### src/hw/cpuPkg.sv
package cpuPkg;

    localparam int wordWidth = 16;
    localparam int regAddrWidth = 2;

    // opcodes
    localparam logic [3:0] opBne = 4'd0;
    localparam logic [3:0] opBeq = 4'd1;
    localparam logic [3:0] opAdi = 4'd4;
    localparam logic [3:0] opOri = 4'd5;
    localparam logic [3:0] opLhi = 4'd6;
    localparam logic [3:0] opLwd = 4'd7;
    localparam logic [3:0] opSwd = 4'd8;
    localparam logic [3:0] opJmp = 4'd9;
    localparam logic [3:0] opJal = 4'd10;
    localparam logic [3:0] opAlu = 4'd15;

    // function codes under opAlu
    localparam logic [5:0] fnAdd = 6'd0;
    localparam logic [5:0] fnSub = 6'd1;
    localparam logic [5:0] fnAnd = 6'd2;
    localparam logic [5:0] fnOrr = 6'd3;
    localparam logic [5:0] fnJpr = 6'd25;
    localparam logic [5:0] fnWwd = 6'd28;
    localparam logic [5:0] fnHlt = 6'd29;

    typedef struct packed {
        logic [3:0] opcode;
        logic [regAddrWidth-1:0] rs;
        logic [regAddrWidth-1:0] rt;
        logic [regAddrWidth-1:0] rd;
        logic [5:0] func;
    } rFields;

    typedef struct packed {
        logic [3:0] opcode;
        logic [regAddrWidth-1:0] rs;
        logic [regAddrWidth-1:0] rt;
        logic [7:0] imm;
    } iFields;

    typedef struct packed {
        logic [3:0] opcode;
        logic [11:0] target;
    } jFields;

    // one instruction word, three ways to read it
    typedef union packed {
        rFields rView;
        iFields iView;
        jFields jView;
    } instrWord;

    typedef struct packed {
        logic regDst;
        logic isJump;
        logic isJumpR;
        logic isAlu;
        logic aluSrc;
        logic isBranch;
        logic memRead;
        logic memWrite;
        logic memToReg;
        logic regWrite;
        logic wwd;
    } ctrlBits;

    typedef enum logic [2:0] {
        aluAdd,
        aluSub,
        aluAnd,
        aluOr,
        aluPassB,
        aluShiftHi
    } aluOp;

    typedef enum logic [1:0] {
        fromReg,
        fromMem,
        fromWb
    } fwdSel;

endpackage

### src/hw/pipeIf.sv
interface ctrlIf import cpuPkg::*; ();
    instrWord idInstr;
    // low while the decode stage holds a bubble
    logic idValid;
    ctrlBits ctrl;
    logic useRs;
    logic useRt;

    modport dec (input idInstr, idValid, output ctrl, useRs, useRt);
    modport pipe (output idInstr, idValid, input ctrl, useRs, useRt);
endinterface

interface hazardIf import cpuPkg::*; ();
    // decode stage sources
    logic [regAddrWidth-1:0] rs;
    logic [regAddrWidth-1:0] rt;
    logic useRs;
    logic useRt;
    // execute stage
    logic [regAddrWidth-1:0] exRs;
    logic [regAddrWidth-1:0] exRt;
    logic [regAddrWidth-1:0] exRd;
    logic exMemRead;
    // memory and writeback destinations
    logic [regAddrWidth-1:0] memRd;
    logic memRegWrite;
    logic [regAddrWidth-1:0] wbRd;
    logic wbRegWrite;
    // results
    logic stall;
    fwdSel fwdA;
    fwdSel fwdB;

    modport haz (
        input rs, rt, useRs, useRt, exRs, exRt, exRd, exMemRead,
        input memRd, memRegWrite, wbRd, wbRegWrite,
        output stall, fwdA, fwdB
    );
    modport pipe (
        output rs, rt, useRs, useRt, exRs, exRt, exRd, exMemRead,
        output memRd, memRegWrite, wbRd, wbRegWrite,
        input stall, fwdA, fwdB
    );
endinterface

### src/hw/aluUnit.sv
module aluUnit import cpuPkg::*; (
    input  logic [wordWidth-1:0] a,
    input  logic [wordWidth-1:0] b,
    input  aluOp                 op,
    input  logic [3:0]           opcode,
    output logic [wordWidth-1:0] result,
    output logic                 branchTaken
);

    always_comb begin
        case (op)
            aluAdd:     result = a + b;
            aluSub:     result = a - b;
            aluAnd:     result = a & b;
            aluOr:      result = a | b;
            aluPassB:   result = b;
            // LHI puts the immediate in the upper byte
            aluShiftHi: result = {b[7:0], {(wordWidth-8){1'b0}}};
            default:    result = '0;
        endcase
    end

    always_comb begin
        case (opcode)
            opBne:   branchTaken = (a != b);
            opBeq:   branchTaken = (a == b);
            default: branchTaken = 1'b0;
        endcase
    end

endmodule

### src/hw/controlUnit.sv
module controlUnit import cpuPkg::*; (
    ctrlIf.dec dec
);

    instrWord instr;
    ctrlBits c;
    logic useRs;
    logic useRt;

    assign instr = dec.idInstr;

    always_comb begin
        c = '0;
        useRs = 1'b0;
        useRt = 1'b0;
        // a bubble keeps every control low
        if (dec.idValid) begin
            case (instr.iView.opcode)
                opAlu: begin
                    c.isAlu = 1'b1;
                    case (instr.rView.func)
                        fnAdd, fnSub, fnAnd, fnOrr: begin
                            c.regDst = 1'b1;
                            c.regWrite = 1'b1;
                            useRs = 1'b1;
                            useRt = 1'b1;
                        end
                        fnWwd: begin
                            c.wwd = 1'b1;
                            useRs = 1'b1;
                        end
                        fnJpr: begin
                            c.isJumpR = 1'b1;
                            useRs = 1'b1;
                        end
                        // HLT only needs to reach writeback
                        default: c.isAlu = 1'b0;
                    endcase
                end
                opAdi, opOri: begin
                    c.aluSrc = 1'b1;
                    c.regWrite = 1'b1;
                    useRs = 1'b1;
                end
                opLhi: begin
                    c.aluSrc = 1'b1;
                    c.regWrite = 1'b1;
                end
                opLwd: begin
                    c.aluSrc = 1'b1;
                    c.memRead = 1'b1;
                    c.memToReg = 1'b1;
                    c.regWrite = 1'b1;
                    useRs = 1'b1;
                end
                opSwd: begin
                    c.aluSrc = 1'b1;
                    c.memWrite = 1'b1;
                    useRs = 1'b1;
                    useRt = 1'b1;
                end
                opBne, opBeq: begin
                    c.isBranch = 1'b1;
                    useRs = 1'b1;
                    useRt = 1'b1;
                end
                opJmp: c.isJump = 1'b1;
                // link write goes to register 2
                opJal: begin
                    c.isJump = 1'b1;
                    c.regWrite = 1'b1;
                end
                default: c = '0;
            endcase
        end
    end

    assign dec.ctrl = c;
    assign dec.useRs = useRs;
    assign dec.useRt = useRt;

endmodule

### src/hw/cpuTop.sv
module cpuTop import cpuPkg::*; (
    input  logic                 Clk,
    input  logic                 reset,
    output logic                 readInstr,
    output logic [wordWidth-1:0] instrAddr,
    input  logic [wordWidth-1:0] instrIn,
    output logic                 readData,
    output logic                 writeData,
    output logic [wordWidth-1:0] dataAddr,
    input  logic [wordWidth-1:0] dataIn,
    output logic [wordWidth-1:0] dataOut,
    output logic [wordWidth-1:0] numInst,
    output logic [wordWidth-1:0] outputPort,
    output logic                 halted
);

    ctrlIf ctrlBus ();
    hazardIf hazBus ();

    controlUnit i_control (
        .dec (ctrlBus.dec)
    );

    hazardUnit i_hazard (
        .haz (hazBus.haz)
    );

    datapath i_datapath (
        .Clk        (Clk),
        .reset      (reset),
        .ctrl       (ctrlBus.pipe),
        .haz        (hazBus.pipe),
        .readInstr  (readInstr),
        .instrAddr  (instrAddr),
        .instrIn    (instrIn),
        .readData   (readData),
        .writeData  (writeData),
        .dataAddr   (dataAddr),
        .dataIn     (dataIn),
        .dataOut    (dataOut),
        .numInst    (numInst),
        .outputPort (outputPort),
        .halted     (halted)
    );

endmodule

### src/hw/datapath.sv
module datapath import cpuPkg::*; (
    input  logic                 Clk,
    input  logic                 reset,
    ctrlIf.pipe                  ctrl,
    hazardIf.pipe                haz,
    output logic                 readInstr,
    output logic [wordWidth-1:0] instrAddr,
    input  logic [wordWidth-1:0] instrIn,
    output logic                 readData,
    output logic                 writeData,
    output logic [wordWidth-1:0] dataAddr,
    input  logic [wordWidth-1:0] dataIn,
    output logic [wordWidth-1:0] dataOut,
    output logic [wordWidth-1:0] numInst,
    output logic [wordWidth-1:0] outputPort,
    output logic                 halted
);

    logic [wordWidth-1:0] pc;
    logic [wordWidth-1:0] pcPlusOne;
    logic [wordWidth-1:0] nextPc;

    // IF/ID
    instrWord ifIdInstr;
    logic [wordWidth-1:0] ifIdPc;
    logic ifIdBubble;

    // ID/EX
    instrWord exInstr;
    ctrlBits exCtrl;
    logic [wordWidth-1:0] exPc;
    logic [wordWidth-1:0] exData1;
    logic [wordWidth-1:0] exData2;
    logic [wordWidth-1:0] exImm;
    logic [regAddrWidth-1:0] exRd;
    logic exHlt;
    logic idExBubble;

    // EX/MEM
    ctrlBits memCtrl;
    logic [wordWidth-1:0] memAluOut;
    logic [wordWidth-1:0] memStoreData;
    logic [regAddrWidth-1:0] memRd;
    logic memHlt;
    logic exMemBubble;

    // MEM/WB
    ctrlBits wbCtrl;
    logic [wordWidth-1:0] wbAluOut;
    logic [wordWidth-1:0] wbLoadData;
    logic [regAddrWidth-1:0] wbRd;
    logic wbHlt;
    logic memWbBubble;

    // decode stage
    logic [regAddrWidth-1:0] idRd;
    logic [wordWidth-1:0] idImm;
    logic [wordWidth-1:0] idData1;
    logic [wordWidth-1:0] idData2;
    logic [wordWidth-1:0] jumpTarget;
    logic idHlt;
    logic takeJump;

    // execute stage
    logic [wordWidth-1:0] fwdAVal;
    logic [wordWidth-1:0] fwdBVal;
    logic [wordWidth-1:0] aluB;
    logic [wordWidth-1:0] aluResult;
    logic [wordWidth-1:0] branchTarget;
    aluOp exAluOp;
    logic exLink;
    logic branchTaken;
    logic takeBranch;
    logic takeJumpR;
    logic exRedirect;

    logic [wordWidth-1:0] wbWriteData;
    logic haltNow;

    assign readInstr = !halted;
    assign instrAddr = pc;
    assign pcPlusOne = pc + 1'b1;

    // decode
    assign ctrl.idInstr = ifIdInstr;
    assign ctrl.idValid = !ifIdBubble;

    always_comb begin
        if ((ctrl.ctrl.isJump || ctrl.ctrl.isJumpR) && ctrl.ctrl.regWrite) begin
            idRd = regAddrWidth'(2);
        end else if (ctrl.ctrl.regDst) begin
            idRd = ifIdInstr.rView.rd;
        end else begin
            idRd = ifIdInstr.iView.rt;
        end
    end

    // ORI takes its immediate zero extended
    assign idImm = (ifIdInstr.iView.opcode == opOri) ?
                   {{(wordWidth-8){1'b0}}, ifIdInstr.iView.imm} :
                   {{(wordWidth-8){ifIdInstr.iView.imm[7]}}, ifIdInstr.iView.imm};
    assign jumpTarget = {ifIdPc[wordWidth-1:12], ifIdInstr.jView.target};
    assign idHlt = !ifIdBubble && (ifIdInstr.rView.opcode == opAlu) &&
                   (ifIdInstr.rView.func == fnHlt);
    assign takeJump = ctrl.ctrl.isJump;

    regFile i_regFile (
        .Clk     (Clk),
        .reset   (reset),
        .rs      (ifIdInstr.rView.rs),
        .rt      (ifIdInstr.rView.rt),
        .wAddr   (wbRd),
        .wData   (wbWriteData),
        .wEnable (wbCtrl.regWrite),
        .rData1  (idData1),
        .rData2  (idData2)
    );

    assign haz.rs = ifIdInstr.rView.rs;
    assign haz.rt = ifIdInstr.rView.rt;
    assign haz.useRs = ctrl.useRs;
    assign haz.useRt = ctrl.useRt;
    assign haz.exRs = exInstr.rView.rs;
    assign haz.exRt = exInstr.rView.rt;
    assign haz.exRd = exRd;
    assign haz.exMemRead = exCtrl.memRead;
    assign haz.memRd = memRd;
    assign haz.memRegWrite = memCtrl.regWrite;
    assign haz.wbRd = wbRd;
    assign haz.wbRegWrite = wbCtrl.regWrite;

    // execute
    assign wbWriteData = wbCtrl.memToReg ? wbLoadData : wbAluOut;

    always_comb begin
        case (haz.fwdA)
            fromMem: fwdAVal = memAluOut;
            fromWb:  fwdAVal = wbWriteData;
            default: fwdAVal = exData1;
        endcase
        case (haz.fwdB)
            fromMem: fwdBVal = memAluOut;
            fromWb:  fwdBVal = wbWriteData;
            default: fwdBVal = exData2;
        endcase
    end

    // link instructions carry the return address through the ALU
    assign exLink = exCtrl.regWrite && (exCtrl.isJump || exCtrl.isJumpR);

    always_comb begin
        if (exLink) begin
            aluB = exPc;
        end else if (exCtrl.aluSrc) begin
            aluB = exImm;
        end else if (exCtrl.wwd) begin
            aluB = '0;
        end else begin
            aluB = fwdBVal;
        end
    end

    always_comb begin
        if (exLink) begin
            exAluOp = aluPassB;
        end else if (exCtrl.isAlu) begin
            case (exInstr.rView.func)
                fnSub:   exAluOp = aluSub;
                fnAnd:   exAluOp = aluAnd;
                fnOrr:   exAluOp = aluOr;
                default: exAluOp = aluAdd;
            endcase
        end else begin
            case (exInstr.iView.opcode)
                opOri:   exAluOp = aluOr;
                opLhi:   exAluOp = aluShiftHi;
                default: exAluOp = aluAdd;
            endcase
        end
    end

    aluUnit i_alu (
        .a           (fwdAVal),
        .b           (aluB),
        .op          (exAluOp),
        .opcode      (exInstr.iView.opcode),
        .result      (aluResult),
        .branchTaken (branchTaken)
    );

    assign branchTarget = exPc + exImm;
    assign takeBranch = !idExBubble && exCtrl.isBranch && branchTaken;
    assign takeJumpR = !idExBubble && exCtrl.isJumpR;
    assign exRedirect = takeBranch || takeJumpR;

    always_comb begin
        if (takeBranch) begin
            nextPc = branchTarget;
        end else if (takeJumpR) begin
            nextPc = fwdAVal;
        end else if (takeJump) begin
            nextPc = jumpTarget;
        end else if (haz.stall) begin
            nextPc = pc;
        end else begin
            nextPc = pcPlusOne;
        end
    end

    // memory
    assign haltNow = !memWbBubble && wbHlt;
    assign readData = memCtrl.memRead;
    // a store behind a retiring HLT must not land
    assign writeData = memCtrl.memWrite && !haltNow;
    assign dataAddr = memAluOut;
    assign dataOut = memStoreData;

    always_ff @(posedge Clk) begin
        if (reset) begin
            pc <= '0;
            ifIdBubble <= 1'b1;
            idExBubble <= 1'b1;
            exMemBubble <= 1'b1;
            memWbBubble <= 1'b1;
            exCtrl <= '0;
            memCtrl <= '0;
            wbCtrl <= '0;
            exHlt <= 1'b0;
            memHlt <= 1'b0;
            wbHlt <= 1'b0;
        end else if (haltNow || halted) begin
            ifIdBubble <= 1'b1;
            idExBubble <= 1'b1;
            exMemBubble <= 1'b1;
            memWbBubble <= 1'b1;
            exCtrl <= '0;
            memCtrl <= '0;
            wbCtrl <= '0;
        end else begin
            pc <= nextPc;
            if (exRedirect || takeJump) begin
                ifIdBubble <= 1'b1;
            end else if (!haz.stall) begin
                ifIdBubble <= 1'b0;
            end
            idExBubble <= ifIdBubble || haz.stall || exRedirect;
            exCtrl <= (haz.stall || exRedirect) ? '0 : ctrl.ctrl;
            exHlt <= idHlt && !haz.stall && !exRedirect;
            exMemBubble <= idExBubble;
            memCtrl <= exCtrl;
            memHlt <= exHlt;
            memWbBubble <= exMemBubble;
            wbCtrl <= memCtrl;
            wbHlt <= memHlt;
        end
    end

    // payload, qualified by the bubble flags and controls above
    always_ff @(posedge Clk) begin
        if (!haz.stall) begin
            ifIdInstr <= instrIn;
            ifIdPc <= pcPlusOne;
        end
        exInstr <= ifIdInstr;
        exPc <= ifIdPc;
        exData1 <= idData1;
        exData2 <= idData2;
        exImm <= idImm;
        exRd <= idRd;
        memAluOut <= aluResult;
        memStoreData <= fwdBVal;
        memRd <= exRd;
        wbAluOut <= memAluOut;
        wbLoadData <= dataIn;
        wbRd <= memRd;
    end

    // retire
    always_ff @(posedge Clk) begin
        if (reset) begin
            numInst <= '0;
            outputPort <= '0;
            halted <= 1'b0;
        end else if (!memWbBubble) begin
            numInst <= numInst + 1'b1;
            if (wbCtrl.wwd) begin
                outputPort <= wbAluOut;
            end
            if (wbHlt) begin
                halted <= 1'b1;
            end
        end
    end

endmodule

### src/hw/hazardUnit.sv
module hazardUnit import cpuPkg::*; (
    hazardIf.haz haz
);

    logic rsHit;
    logic rtHit;

    // memory stage is the younger result, so it wins over writeback
    function automatic fwdSel pickSource(
        input logic [regAddrWidth-1:0] src,
        input logic [regAddrWidth-1:0] memRd,
        input logic memRegWrite,
        input logic [regAddrWidth-1:0] wbRd,
        input logic wbRegWrite
    );
        if (memRegWrite && (memRd == src)) begin
            return fromMem;
        end
        if (wbRegWrite && (wbRd == src)) begin
            return fromWb;
        end
        return fromReg;
    endfunction

    // load in execute feeding the instruction right behind it
    assign rsHit = haz.useRs && (haz.rs == haz.exRd);
    assign rtHit = haz.useRt && (haz.rt == haz.exRd);
    assign haz.stall = haz.exMemRead && (rsHit || rtHit);

    assign haz.fwdA = pickSource(haz.exRs, haz.memRd, haz.memRegWrite,
                                 haz.wbRd, haz.wbRegWrite);
    assign haz.fwdB = pickSource(haz.exRt, haz.memRd, haz.memRegWrite,
                                 haz.wbRd, haz.wbRegWrite);

endmodule

### src/hw/regFile.sv
module regFile import cpuPkg::*; (
    input  logic                    Clk,
    input  logic                    reset,
    input  logic [regAddrWidth-1:0] rs,
    input  logic [regAddrWidth-1:0] rt,
    input  logic [regAddrWidth-1:0] wAddr,
    input  logic [wordWidth-1:0]    wData,
    input  logic                    wEnable,
    output logic [wordWidth-1:0]    rData1,
    output logic [wordWidth-1:0]    rData2
);

    logic [wordWidth-1:0] regs [2**regAddrWidth];

    always_ff @(posedge Clk) begin
        if (reset) begin
            regs <= '{default: '0};
        end else if (wEnable) begin
            regs[wAddr] <= wData;
        end
    end

    // writeback in the same cycle shows up on the read ports
    assign rData1 = (wEnable && (wAddr == rs)) ? wData : regs[rs];
    assign rData2 = (wEnable && (wAddr == rt)) ? wData : regs[rt];

endmodule

### config.mk
export PLATFORM = sky130hd
export DESIGN_NAME = cpuTop
export DESIGN_NICKNAME = d
export VERILOG_FILES = /design/src/hw/cpuPkg.sv /design/src/hw/pipeIf.sv /design/src/hw/aluUnit.sv /design/src/hw/controlUnit.sv /design/src/hw/cpuTop.sv /design/src/hw/datapath.sv /design/src/hw/hazardUnit.sv /design/src/hw/regFile.sv
export SDC_FILE = /design/constraint.sdc
export NUM_CORES = 1
export LEC_CHECK = 0
export BUFFER_PORTS_ARGS = -buffer_cell sky130_fd_sc_hd__buf_4
export CORE_MARGIN = 3
export CORE_UTILIZATION = 55
export DETAILED_ROUTE_END_ITERATION = 16
export HOLD_SLACK_MARGIN = 0.12
export PLACE_DENSITY_LB_ADDON = 0.12
export SYNTH_ARGS = -nofsm -noshare
export SYNTH_HDL_FRONTEND = slang
export SYNTH_SLANG_ARGS = --single-unit
### constraint.sdc
create_clock -name Clk -period 5.15 [get_ports Clk]
set_clock_uncertainty 0.2 [all_clocks]
set_input_delay 0.2575 -clock Clk [delete_from_list [all_inputs] [get_ports Clk]]
set_output_delay 0.2575 -clock Clk [all_outputs]
set_load 0.01 [all_outputs]
Yosys cells after proc, flatten, opt, wreduce, memory -nomap -nowiden

Cells that the tools add are included.

Flip-flop bits (word level): 311
Logic and storage cells: 221
Output and inout port bits: 84
Input bits: 34

Bitwise logic cells: 8
Reduce and logical (&&, ||, !) cells: 57
Multiplexer cells: 60
$lt $le $gt $ge: 4
Equality and inequality tests: 41
Add/sub/neg operators: 5

Operators with widths:

| kind                    | count |
|---|---|
| $mux W16                | 15 |
| $pmux W16 S6            | 1 |
| $bmux W16 S2            | 2 |
| $bwmux W64              | 1 |
| $pmux W16 S2            | 2 |
| $add A16 B1 Y16 const B | 2 |
| $add A16 B16 Y16        | 2 |
| $demux W16 S2           | 1 |
| $eq A4 B3 Y1 const B    | 6 |
| $eq A6 B2 Y1 const B    | 4 |
| $logic_and A1 B1 Y1     | 21 |
| $mux W2                 | 10 |
| $mux W1                 | 19 |
| $eq A6 B5 Y1 const B    | 3 |
| $and A16 B16 Y16        | 1 |
| $eq A16 B16 Y1          | 1 |
| $eq A2 B2 Y1            | 8 |
| $eq A4 B4 Y1 const B    | 4 |
| $ne A16 B16 Y1          | 1 |
| $or A16 B16 Y16         | 1 |
| $sub A16 B16 Y16        | 1 |
| $reduce_or A5 Y1        | 3 |
| $eq A6 B1 Y1 const B    | 2 |
| $reduce_or A6 Y1        | 2 |
| other kinds (25)        | 62 |

Depth between registers and ports, before layout

Gate-level depths: netlist (run 1).

Word-level depth: 17
Gate-level depth with buffers: 21
Depth with buffers taken out: 18

Modules after synthesis

From an unflattened synthesis (run 1), not the netlist that was laid out.

Cell total of the unflattened synthesis: 1676
Area, all modules: 15578.7 µm²

Modules (own cells, without submodules):

| module      | seq. area each (µm²) | cells each | area an instance (µm²) | instances |
|---|---|---|---|---|
| datapath    | 5144.9               | 879        | 9019.9                 | 1 |
| regFile     | 1281.2               | 366        | 3589.7                 | 1 |
| aluUnit     | 0.0                  | 368        | 2527.4                 | 1 |
| controlUnit | 0.0                  | 40         | 267.8                  | 1 |
| hazardUnit  | 0.0                  | 23         | 173.9                  | 1 |

Worst setup path before layout (run 1)

No wires, ideal clock.

Path kind: flip-flop to flip-flop
Start point: reg i_datapath.wbRd[0], in the netlist i_datapath.haz.wbRd[0]
End point: reg i_datapath.pc[15], in the netlist i_datapath.instrAddr[15]
Stages on the path, launching flop included: 21
Path buffers: 5
Data required time: 4.876 ns
Setup slack: 1.009 ns
Setup time: 0.074 ns
Period minus slack after synthesis: 4.141 ns
Arrival time: 3.867 ns
Path through: dfxtp_1 -> buf_2 -> xnor2_1 -> nand3_1 -> clkbuf_1 -> buf_1 -> nor2_1 -> a21oi_1 -> o21ai_1 -> a21oi_1 -> a21oi_1 -> ha_1 -> clkbuf_1 -> nor4_1 -> nand4_1 -> xor2_1 -> and2_0 -> o41a_1 -> buf_6 -> a311o_1 -> a31oi_1

Longest elaborated chain between the ends: 16
Elaborated cells on any way between the ends: 31
Classes of those cells: eq/ne: 9; mux: 18; reduce/logical: 4

Ends and longest elaborated chain:

| what                                             | RTL line                     | source |
|---|---|---|
| start, declared                                  | datapath.sv:51               | `logic [regAddrWidth-1:0] wbRd;` |
| start signal, assigned                           | datapath.sv:275              | `wbRd <= memRd;` |
| $eq A2 B2 Y1 *                                   | hazardUnit.sv:19             | `if (wbRegWrite && (wbRd == src)) begin` |
| $logic_and A1 B1 Y1 *                            | hazardUnit.sv:19             |  |
| $mux W1 (2 in series)                            | hazardUnit.sv:19             |  |
| $mux W2 *                                        | hazardUnit.sv:22             | `return fromReg;` |
| $mux W2 *                                        | hazardUnit.sv:19             |  |
| $eq A2 B2 Y1 or $eq A2 B1 Y1 (tied branches)     | datapath.sv:141              | `case (haz.fwdB)` |
| $pmux W16 S2 *                                   | datapath.sv:141              |  |
| via i_datapath.fwdBVal[13]                       | datapath.sv:66               | `logic [wordWidth-1:0] fwdBVal;` |
| $mux W16 *                                       | datapath.sv:156              | `end else if (exCtrl.wwd) begin` |
| $mux W16 *                                       | datapath.sv:154              | `end else if (exCtrl.aluSrc) begin` |
| $mux W16 *                                       | datapath.sv:152              | `if (exLink) begin` |
| $eq A16 B16 Y1 or $ne A16 B16 Y1 (tied branches) | aluUnit.sv:26, aluUnit.sv:25 |  |
| $pmux W1 S2 *                                    | aluUnit.sv:24                | `case (opcode)` |
| $logic_and A1 B1 Y1 *                            | datapath.sv:192              | `assign takeBranch = !idExBubble && exCtrl.isBranch && branchTaken;` |
| $ne A4 B3 Y1 (no line)                           | n/a                          |  |
| $reduce_and A2 Y1 (no line)                      | n/a                          |  |
| end signal, assigned                             | datapath.sv:240              | `pc <= nextPc;` |
| end, declared                                    | datapath.sv:19               | `logic [wordWidth-1:0] pc;` |

The timed path passes the listed nets; every way through them passes the cells marked *. The select of a mux whose other input is x is not followed.
A chain may end at the register's enable or synchronous reset.

Final worst setup path (run 1)

Start point: reg i_datapath.exInstr[8] (netlist bit)
End point: reg i_datapath.pc[0], in the netlist i_datapath.instrAddr[0]

Longest elaborated chain between the ends: 16
Elaborated cells on any way between the ends: 23
Classes of those cells: eq/ne: 7; mux: 12; reduce/logical: 4

Ends and longest elaborated chain:

| what                                             | RTL line                     | source |
|---|---|---|
| start, declared                                  | datapath.sv:29               | `instrWord exInstr;` |
| start signal, assigned                           | datapath.sv:264              | `exInstr <= ifIdInstr;` |
| $eq A2 B2 Y1                                     | hazardUnit.sv:19             |  |
| $logic_and A1 B1 Y1                              | hazardUnit.sv:19             |  |
| $mux W1 (2 in series)                            | hazardUnit.sv:19             |  |
| $mux W2                                          | hazardUnit.sv:22             |  |
| $mux W2 *                                        | hazardUnit.sv:19             |  |
| $eq A2 B2 Y1 or $eq A2 B1 Y1 (tied branches)     | datapath.sv:141              |  |
| $pmux W16 S2 *                                   | datapath.sv:141              |  |
| via i_datapath.fwdBVal[5]                        | datapath.sv:66               |  |
| $mux W16 *                                       | datapath.sv:156              |  |
| $mux W16 *                                       | datapath.sv:154              |  |
| $mux W16 *                                       | datapath.sv:152              |  |
| $eq A16 B16 Y1 or $ne A16 B16 Y1 (tied branches) | aluUnit.sv:26, aluUnit.sv:25 |  |
| $pmux W1 S2 *                                    | aluUnit.sv:24                |  |
| $logic_and A1 B1 Y1 *                            | datapath.sv:192              |  |
| $ne A4 B3 Y1 (no line)                           | n/a                          |  |
| $reduce_and A2 Y1 (no line)                      | n/a                          |  |

Marks and branches as above.

==> results of run 1 <==
[timing repair]
item	CTS	global route
endpoints found under the hold margin	53	0
hold buffers	33	0
setup buffers	0	0
[cells in the mapped netlist, drive strengths merged (16+ instances only)]
| cell type | number | area (um^2) |
|---|---|---|
| xnor2 | 39 | 342 |
| nor2 | 197 | 739 |
| o22ai | 16 | 100 |
| dfxtp | 271 | 5430 |
| edfxtp | 32 | 961 |
| a21oi | 100 | 500 |
| mux4 | 32 | 721 |
| mux2i | 31 | 310 |
| a211oi | 79 | 593 |
| nand2 | 155 | 582 |
| nand3 | 28 | 140 |
| ha | 65 | 813 |
| nor2b | 17 | 106 |
| buf | 26 | 129 |
| xor2 | 24 | 210 |
| clkbuf | 79 | 297 |
| o21ai | 120 | 601 |
| inv | 60 | 225 |
[routing by layer]
metal | vias to the layer above | wire [um]
li1 | 5985 | -
met1 | 5947 | 20400
met2 | 605 | 19700
met3 | 89 | 3760
met4 | 0 | 1560
met5 | - | 0
[cell families after synthesis]
| group | Yosys count | share of synthesized area [%] |
|---|---|---|
| flip-flops | 303 | 43.9 |
| multiplexers | 69 | 7.55 |
| adder cells (fa/ha/maj) | 67 | 5.87 |
| XOR/XNOR | 63 | 3.79 |
| buffers and inverters | 165 | 4.47 |
| AO/OA/AOI/OAI | 438 | 19.4 |
| AND/OR/NAND/NOR | 492 | 15.0 |
[worst max-delay path by stage]
stage	depth (start not counted)	startpoint	slack, ns	endpoint
floorplan	20	i_datapath.haz.wbRd[0]	1.01	i_datapath.instrAddr[15]
global placement	16	i_datapath.haz.memRd[0]	0.58	i_datapath.dataAddr[13]
detailed placement	17	i_datapath.exInstr[8]	0.53	i_datapath.instrAddr[0]
CTS	17	i_datapath.exInstr[8]	0.50	i_datapath.instrAddr[0]
global route	17	i_datapath.exInstr[8]	0.06	i_datapath.instrAddr[0]
finish	17	i_datapath.exInstr[8]	0.42	i_datapath.instrAddr[0]
[report_power, final]
group | total [W] | leakage [nW] | internal (W) | switching [W]
Sequential | 0.00253 | 2.57 | 0.00245 | 0.0000783
Combinational | 0.000452 | 3.72 | 0.000199 | 0.000253
Clock | 0.00238 | 0.554 | 0.00140 | 0.000983
Total | 0.00536 | 6.84 | 0.00405 | 0.00131
[state kept, by name (all words and copies together), names as in the netlist, 3 cells and up]
signal	count
i_datapath.exData1	16
i_datapath.wbAluOut	16
i_datapath.wbLoadData	16
i_datapath.ctrl.idInstr	16
i_datapath.ifIdPc	16
i_datapath.instrAddr	16
i_datapath.i_regFile.regs	64
i_datapath.numInst	16
i_datapath.memCtrl	3
i_datapath.dataAddr	16
i_datapath.dataOut	16
i_datapath.exInstr	16
i_datapath.outputPort	16
i_datapath.exCtrl	8
i_datapath.exPc	16
i_datapath.exData2	16
[final cells by class]
class | count | share of cell area (%)
multi-input cells | 1129 | 43.4
flip-flops and latches | 303 | 36.8
repair buffers | 213 | 9.70
clock buffers | 38 | 5.16
well taps | 330 | 2.38
inverters | 60 | 1.30
clock inverters | 20 | 1.23
diodes | 1 | 0.0144
[metrics by stage]
stage	hold slack [ns]	total power (W)	utilization [%]	std cells	setup WS [ns]
2_1_floorplan	0.0852	0.00282	-	1597	1.01
3_3_place_gp	0.125	0.00299	62.1	2002	0.578
3_5_place_dp	0.127	0.00300	62.1	2002	0.534
4_1_cts	0.124	0.00538	67.7	2093	0.495
5_1_grt	0.135	0.00552	67.7	2093	0.0602
6_report	0.129	0.00536	67.7	2094	0.419
==> qor.csv, run 1 <==
stage,metric,value,unit
global_routing,largest net degree at the start of global routing,106,
global_routing,met3 GRT Util,4.18,%
timing,RSZ-0062 raised after global routing,no,
run,number of max-cap violations,0,
setup_path,worst path cell trace,xnor2_1 -> nand3_1 -> buf_4 -> mux2i_1 -> o21ai_1 -> a221oi_1 -> nor2_1 -> ha_1 -> nor4_1 -> buf_4 -> nand4_1 -> xor2_1 -> and2_0 -> o41a_1 -> buf_4 -> nor2_1 -> a311oi_1,
yosys,Main synth FF type,dfxtp_1,
clocking,Bufs on Longest Clock Path,3,
timing,final sum of negative setup slack,0,ns
yosys,Netlist cell types,74,
setup_path,arrival time at the worst endpoint,5.01,ns
timing,maximum clock rate,211,MHz
clocking,CTS Sinks,303,
setup_path,endpoint type of the worst setup path,register,
finish,post-route design area,17300,um^2
worst_hold_path,cell count of the worst hold path,0,
routing,Vias per Instance,6.03,
clocking,clock tree from TritonCTS,built,
timing,count of endpoints failing setup in the final report,0,
floorplanning,area of the die,28400,um^2
yosys,gate count after technology mapping,1597,
routing,post-detailed-route DRC marker count,0,
setup_path,crit path launch type,register,
floorplanning,Die Span Y,169,um
clocking,Clock Pin Slew Worst Setup and Hold Paths,0.08,ns
yosys,Mapped Avg Cell Area,9.11,um^2
setup_path,cell family with most CP delay,compound AO/OA/AOI/OAI gates,
global_routing,residual overflow from global routing,0,
yosys,total nets after synthesis,1698,
power,power density normalized to cell area,309,nW/um^2
floorplanning,initial core utilization,56.8,%
clocking,# resized after CTS,0,
power,worst voltage drop across the vdd grid,0.000285,V
yosys,proportion of synthesized chip area in sequential cells,43.9,%
worst_hold_path,worst min-delay path startpoint,i_datapath.ifIdPc[2],
global_routing,initial antenna violation count,0,
timing,Final Max Tran Viols,0,
floorplanning,Core Rows,58,
clocking,Clock Latency Late Sink,0.57,ns
clocking,level count of the clock H-tree,1,
setup_path,launching point of the worst reg2reg path,i_datapath.exInstr[8],
setup_path,Reg-to-Reg End,i_datapath.instrAddr[0],
finish,Area Growth Syn to Fin,19.2,%
place,Post-DP Area,15900,um^2
routing,Via Count,12626,
global_routing,peak-usage layer in the global routing report,met2,
setup_path,worst endpoint required time,5.43,ns
finish,share of layout cells above drive strength 1,16.3,%
floorplanning,die extent in x,169,um
global_routing,number of global-route vias before repair,11842,
floorplanning,number of placed I/O pins,118,
routing,1st-pass router iterations,6,
timing,final period demand of the worst path,4.73,ns
worst_hold_path,endpoint of the worst hold path,i_datapath.exPc[2],
timing,headroom to the max-slew limit,22.2,%
finish,register cell area after layout,6390,um^2
yosys,warning count from the yosys run,0,
setup_path,"slowest stage delay, CP",0.51,ns
routing,wire length after detailed routing,45400,um
yosys,Post-Synthesis Cell Area,14500,um^2
routing,"antenna viol nets, final",0,
yosys,post-synthesis sequential element count,303,
global_routing,met2 Usage GRT,47.5,%
place,global placer's final weighted congestion,0.992,
finish,"commonest cells after routing, fill and taps aside","dfxtp_1, nor2_1, buf_4",
global_routing,total routing resource utilization after global routing,31.2,%
setup_path,cell with the largest stage delay on the worst path,a221oi_1,
timing,crit share post-route,91.9,%
setup_path,most frequent cell on the critical path,buf_4,
global_routing,met1 layer usage reported by global route,46.4,%
setup_path,count of buffer and inverter cells on the critical path,3,
setup_path,maximum net fanout on the critical path,29,
clocking,clock tree root driver cell,clkbuf_16,
timing,actual slew at the worst max-slew pin,1.17,ns
routing,drt wl/cell,21.7,um
power,Leakage,6.84,nW
setup_path,worst-case reg-to-reg path depth,17,
worst_hold_path,class of the tightest hold or removal check,register to register,
setup_path,slack of the worst reg-to-reg path,0.42,ns
yosys,count of flip-flops with a built-in enable after synthesis,32,
yosys,async set-reset flop share out of synthesis,0,%
timing,total count of hold-check failures in the final report,0,
finish,area of the multi-input gates,7520,um^2
setup_path,Crit Path Category,register to register,
place,Detail Placement HPWL,33300,um
status,outcome,finished clean,
finish,"commonest non-fill, non-tap cell in the layout",dfxtp_1,
floorplanning,CORE AREA,25600,um^2
clocking,TritonCTS Buffers,31,
routing,DRC marker count from the first detailed-route iteration,1555,
finish,layout net count,1839,
finish,filler cell count,2041,
place,quantity of I/O buffers inserted on ports,117,
global_routing,global-route wire length before repair,69800,um
Power figures use the tool's default switching activity.
==> run 2: changes to the inputs <==
--- a/config.mk
+++ b/config.mk
@@ -5,6 +5,7 @@
 export SDC_FILE = /design/constraint.sdc
 export NUM_CORES = 1
 export LEC_CHECK = 0
+export ABC_AREA = 1
 export BUFFER_PORTS_ARGS = -buffer_cell sky130_fd_sc_hd__buf_4
 export CORE_MARGIN = 3
 export CORE_UTILIZATION = 55
==> qor.csv, run 2 <==
stage,metric,value,unit
status,outcome,finished clean,
yosys,total nets after synthesis,2383,
yosys,Mapped Avg Cell Area,7.00,um^2
power,worst voltage drop across the vdd grid,0.000250,V
floorplanning,die extent in x,176,um
routing,DRC marker count from the first detailed-route iteration,1968,
yosys,Post-Synthesis Cell Area,16000,um^2
finish,layout net count,2508,
global_routing,total routing resource utilization after global routing,34.2,%
setup_path,arrival time at the worst endpoint,4.78,ns
global_routing,largest net degree at the start of global routing,49,
finish,share of layout cells above drive strength 1,11.0,%
routing,wire length after detailed routing,54400,um
clocking,clock tree from TritonCTS,built,
clocking,Clock Pin Slew Worst Setup and Hold Paths,0.06,ns
routing,Vias per Instance,5.69,
setup_path,cell with the largest stage delay on the worst path,dfxtp_1,
timing,hold_ws,0.140,ns
worst_hold_path,worst min-delay path startpoint,i_datapath.ifIdPc[3],
yosys,gate count after technology mapping,2282,
yosys,warning count from the yosys run,0,
routing,post-detailed-route DRC marker count,0,
clocking,level count of the clock H-tree,2,
timing,crit share post-route,88.9,%
timing,actual slew at the worst max-slew pin,0.938,ns
timing,count of endpoints failing setup in the final report,0,
global_routing,number of global-route vias before repair,14863,
floorplanning,area of the die,31100,um^2
worst_hold_path,class of the tightest hold or removal check,register to register,
routing,"antenna viol nets, final",0,
timing,final sum of negative setup slack,0,ns
setup_path,worst path cell trace,nand2_1 -> nand3_1 -> nor2_2 -> nor2_2 -> inv_1 -> or2_2 -> nand3_1 -> nor2_1 -> nor2_1 -> nor2_1 -> ha_1 -> nor2_4 -> nand2_2 -> nor2_4 -> nand3_2 -> nand3_4 -> nand2_4 -> nor2_4 -> nand3_4 -> nand2_4 -> nand2_1 -> nand2_1 -> nor2_1,
global_routing,global-route wire length before repair,83300,um
clocking,quantity of hold-fixing buffers added after cts,33,
finish,post-route design area,18700,um^2
yosys,post-synthesis sequential element count,303,
worst_hold_path,endpoint of the worst hold path,i_datapath.exPc[3],
yosys,Main synth FF type,dfxtp_1,
setup_path,worst endpoint required time,5.35,ns
routing,Via Count,16005,
timing,total count of hold-check failures in the final report,0,
yosys,top post-synthesis cells by count,"nand2_1, inv_1, dfxtp_1",
setup_path,slack of the worst reg-to-reg path,0.57,ns
floorplanning,Die Span Y,176,um
setup_path,launching point of the worst reg2reg path,i_datapath.haz.wbRd[1],
clocking,CTS Sinks,303,
yosys,cell type contributing the most total cell area after synthesis,dfxtp_1,
finish,"commonest non-fill, non-tap cell in the layout",nand2_1,
clocking,TritonCTS Buffers,35,
place,quantity of I/O buffers inserted on ports,117,
timing,RSZ-0062 raised after global routing,no,
yosys,share of Yosys cell area claimed by the top area cell type,34.0,%
finish,Util after Layout,66.4,%
setup_path,endpoint type of the worst setup path,register,
routing,drt wl/cell,19.4,um
floorplanning,number of placed I/O pins,118,
routing,1st-pass router iterations,8,
place,global placer's final weighted congestion,0.963,
timing,Final Max Tran Viols,0,
finish,Area Growth Syn to Fin,17.0,%
timing,maximum clock rate,218,MHz
setup_path,Crit Path Category,register to register,
finish,register cell area after layout,6390,um^2
yosys,count of flip-flops with a built-in enable after synthesis,32,
setup_path,worst-case reg-to-reg path depth,23,
finish,max FFs per register,64,
global_routing,initial antenna violation count,1,
floorplanning,Core Rows,61,
finish,"commonest cells after routing, fill and taps aside","nand2_1, inv_1, dfxtp_1",
floorplanning,initial core utilization,56.7,%
place,Post-DP Area,17200,um^2
finish,filler cell count,2463,
yosys,leading cell types by total area after synthesis,"dfxtp_1, nand2_1, inv_1, o21ai_0, nor2_1",
setup_path,crit path launch type,register,
yosys,proportion of synthesized chip area in sequential cells,40.0,%
place,Detail Placement HPWL,40200,um
yosys,most numerous cell in the Yosys netlist,nand2_1,
global_routing,residual overflow from global routing,0,
setup_path,most frequent cell on the critical path,nor2_1,
finish,Antenna Diode Count,0,
yosys,async set-reset flop share out of synthesis,0,%
power,Leakage,8.70,nW
finish,Biggest register,i_datapath.i_regFile.regs,
timing,headroom to the max-slew limit,37.2,%
clocking,Bufs on Longest Clock Path,3,
power,power density normalized to cell area,342,nW/um^2
clocking,postcts setup bufs,0,
setup_path,Reg-to-Reg End,i_datapath.instrAddr[4],
run,number of max-cap violations,0,
timing,final period demand of the worst path,4.58,ns
clocking,Clock Latency Late Sink,0.52,ns
setup_path,maximum net fanout on the critical path,19,
setup_path,"slowest stage delay, CP",0.58,ns
clocking,# resized after CTS,0,
yosys,Netlist cell types,51,
finish,area of the multi-input gates,8020,um^2
worst_hold_path,cell count of the worst hold path,0,
floorplanning,CORE AREA,28200,um^2
clocking,clock tree root driver cell,clkbuf_16,
==> run 2: logic make-up (layout without fill, tap and decap cells) <==
group / after synthesis / in the layout / share of synthesized area (%)
AND/OR/NAND/NOR: 1004 / 1004 / 27.0
AO/OA/AOI/OAI: 479 / 479 / 16.4
buffers and inverters: 406 / 557 / 9.96
flip-flops: 303 / 303 / 40.0
adder cells (fa/ha/maj): 67 / 67 / 5.34
XOR/XNOR: 23 / 23 / 1.26
==> run 2: critical path: cells and delay by family (launching register included) <==
family                   cells  cell delay (ns)
AND/OR/NAND/NOR             21             3.09
flip-flops                   1             0.58
adder cells (fa/ha/maj)      1             0.44
buffers and inverters        1             0.13
==> run 2: where the power goes <==
group | switching (W) | total (W) | internal (W)
registers | 0.000162 | 0.00270 | 0.00254
clock network | 0.00103 | 0.00255 | 0.00152
logic | 0.000770 | 0.00115 | 0.000381
total | 0.00196 | 0.00639 | 0.00444
==> run 2: worst max-delay path by stage <==
| stage | start | to | cells after the start |
|---|---|---|---|
| 2_1_floorplan | i_datapath.haz.wbRd[1] | i_datapath.instrAddr[14] | 25 |
| 3_3_place_gp | i_datapath.haz.wbRd[1] | i_datapath.instrAddr[5] | 23 |
| 3_5_place_dp | i_datapath.haz.wbRd[1] | i_datapath.instrAddr[7] | 23 |
| 4_1_cts | i_datapath.haz.wbRd[1] | i_datapath.instrAddr[7] | 23 |
| 5_1_grt | i_datapath.haz.memRd[0] | i_datapath.instrAddr[15] | 26 |
| 6_report | i_datapath.haz.wbRd[1] | i_datapath.instrAddr[4] | 23 |
==> run 2: layout make-up <==
type / instances / area share (%)
multi-input cells: 1573 / 42.9
flip-flops and latches: 303 / 34.2
repair buffers: 179 / 7.63
inverters: 315 / 6.33
clock buffers: 47 / 5.48
well taps: 378 / 2.53
clock inverters: 16 / 0.991
==> run 2: metrics by stage <==
step / worst slack (ns) / total power, W / cells
after floorplan: 1.70 / 0.00335 / 2282
after global placement: 0.818 / 0.00382 / 2715
after detailed placement: 0.663 / 0.00383 / 2715
after CTS: 0.622 / 0.00638 / 2811
after global routing: 0.195 / 0.00663 / 2811
final: 0.570 / 0.00639 / 2811
==> run 2: metal layers <==
layer	GRT usage (%)	share of wire, %	vias up
li1	-	-	7666
met1	47.7	42	7283
met2	52.6	43	927
met3	6.26	12	129
met4	13.7	4.2	0
met5	0	0	-
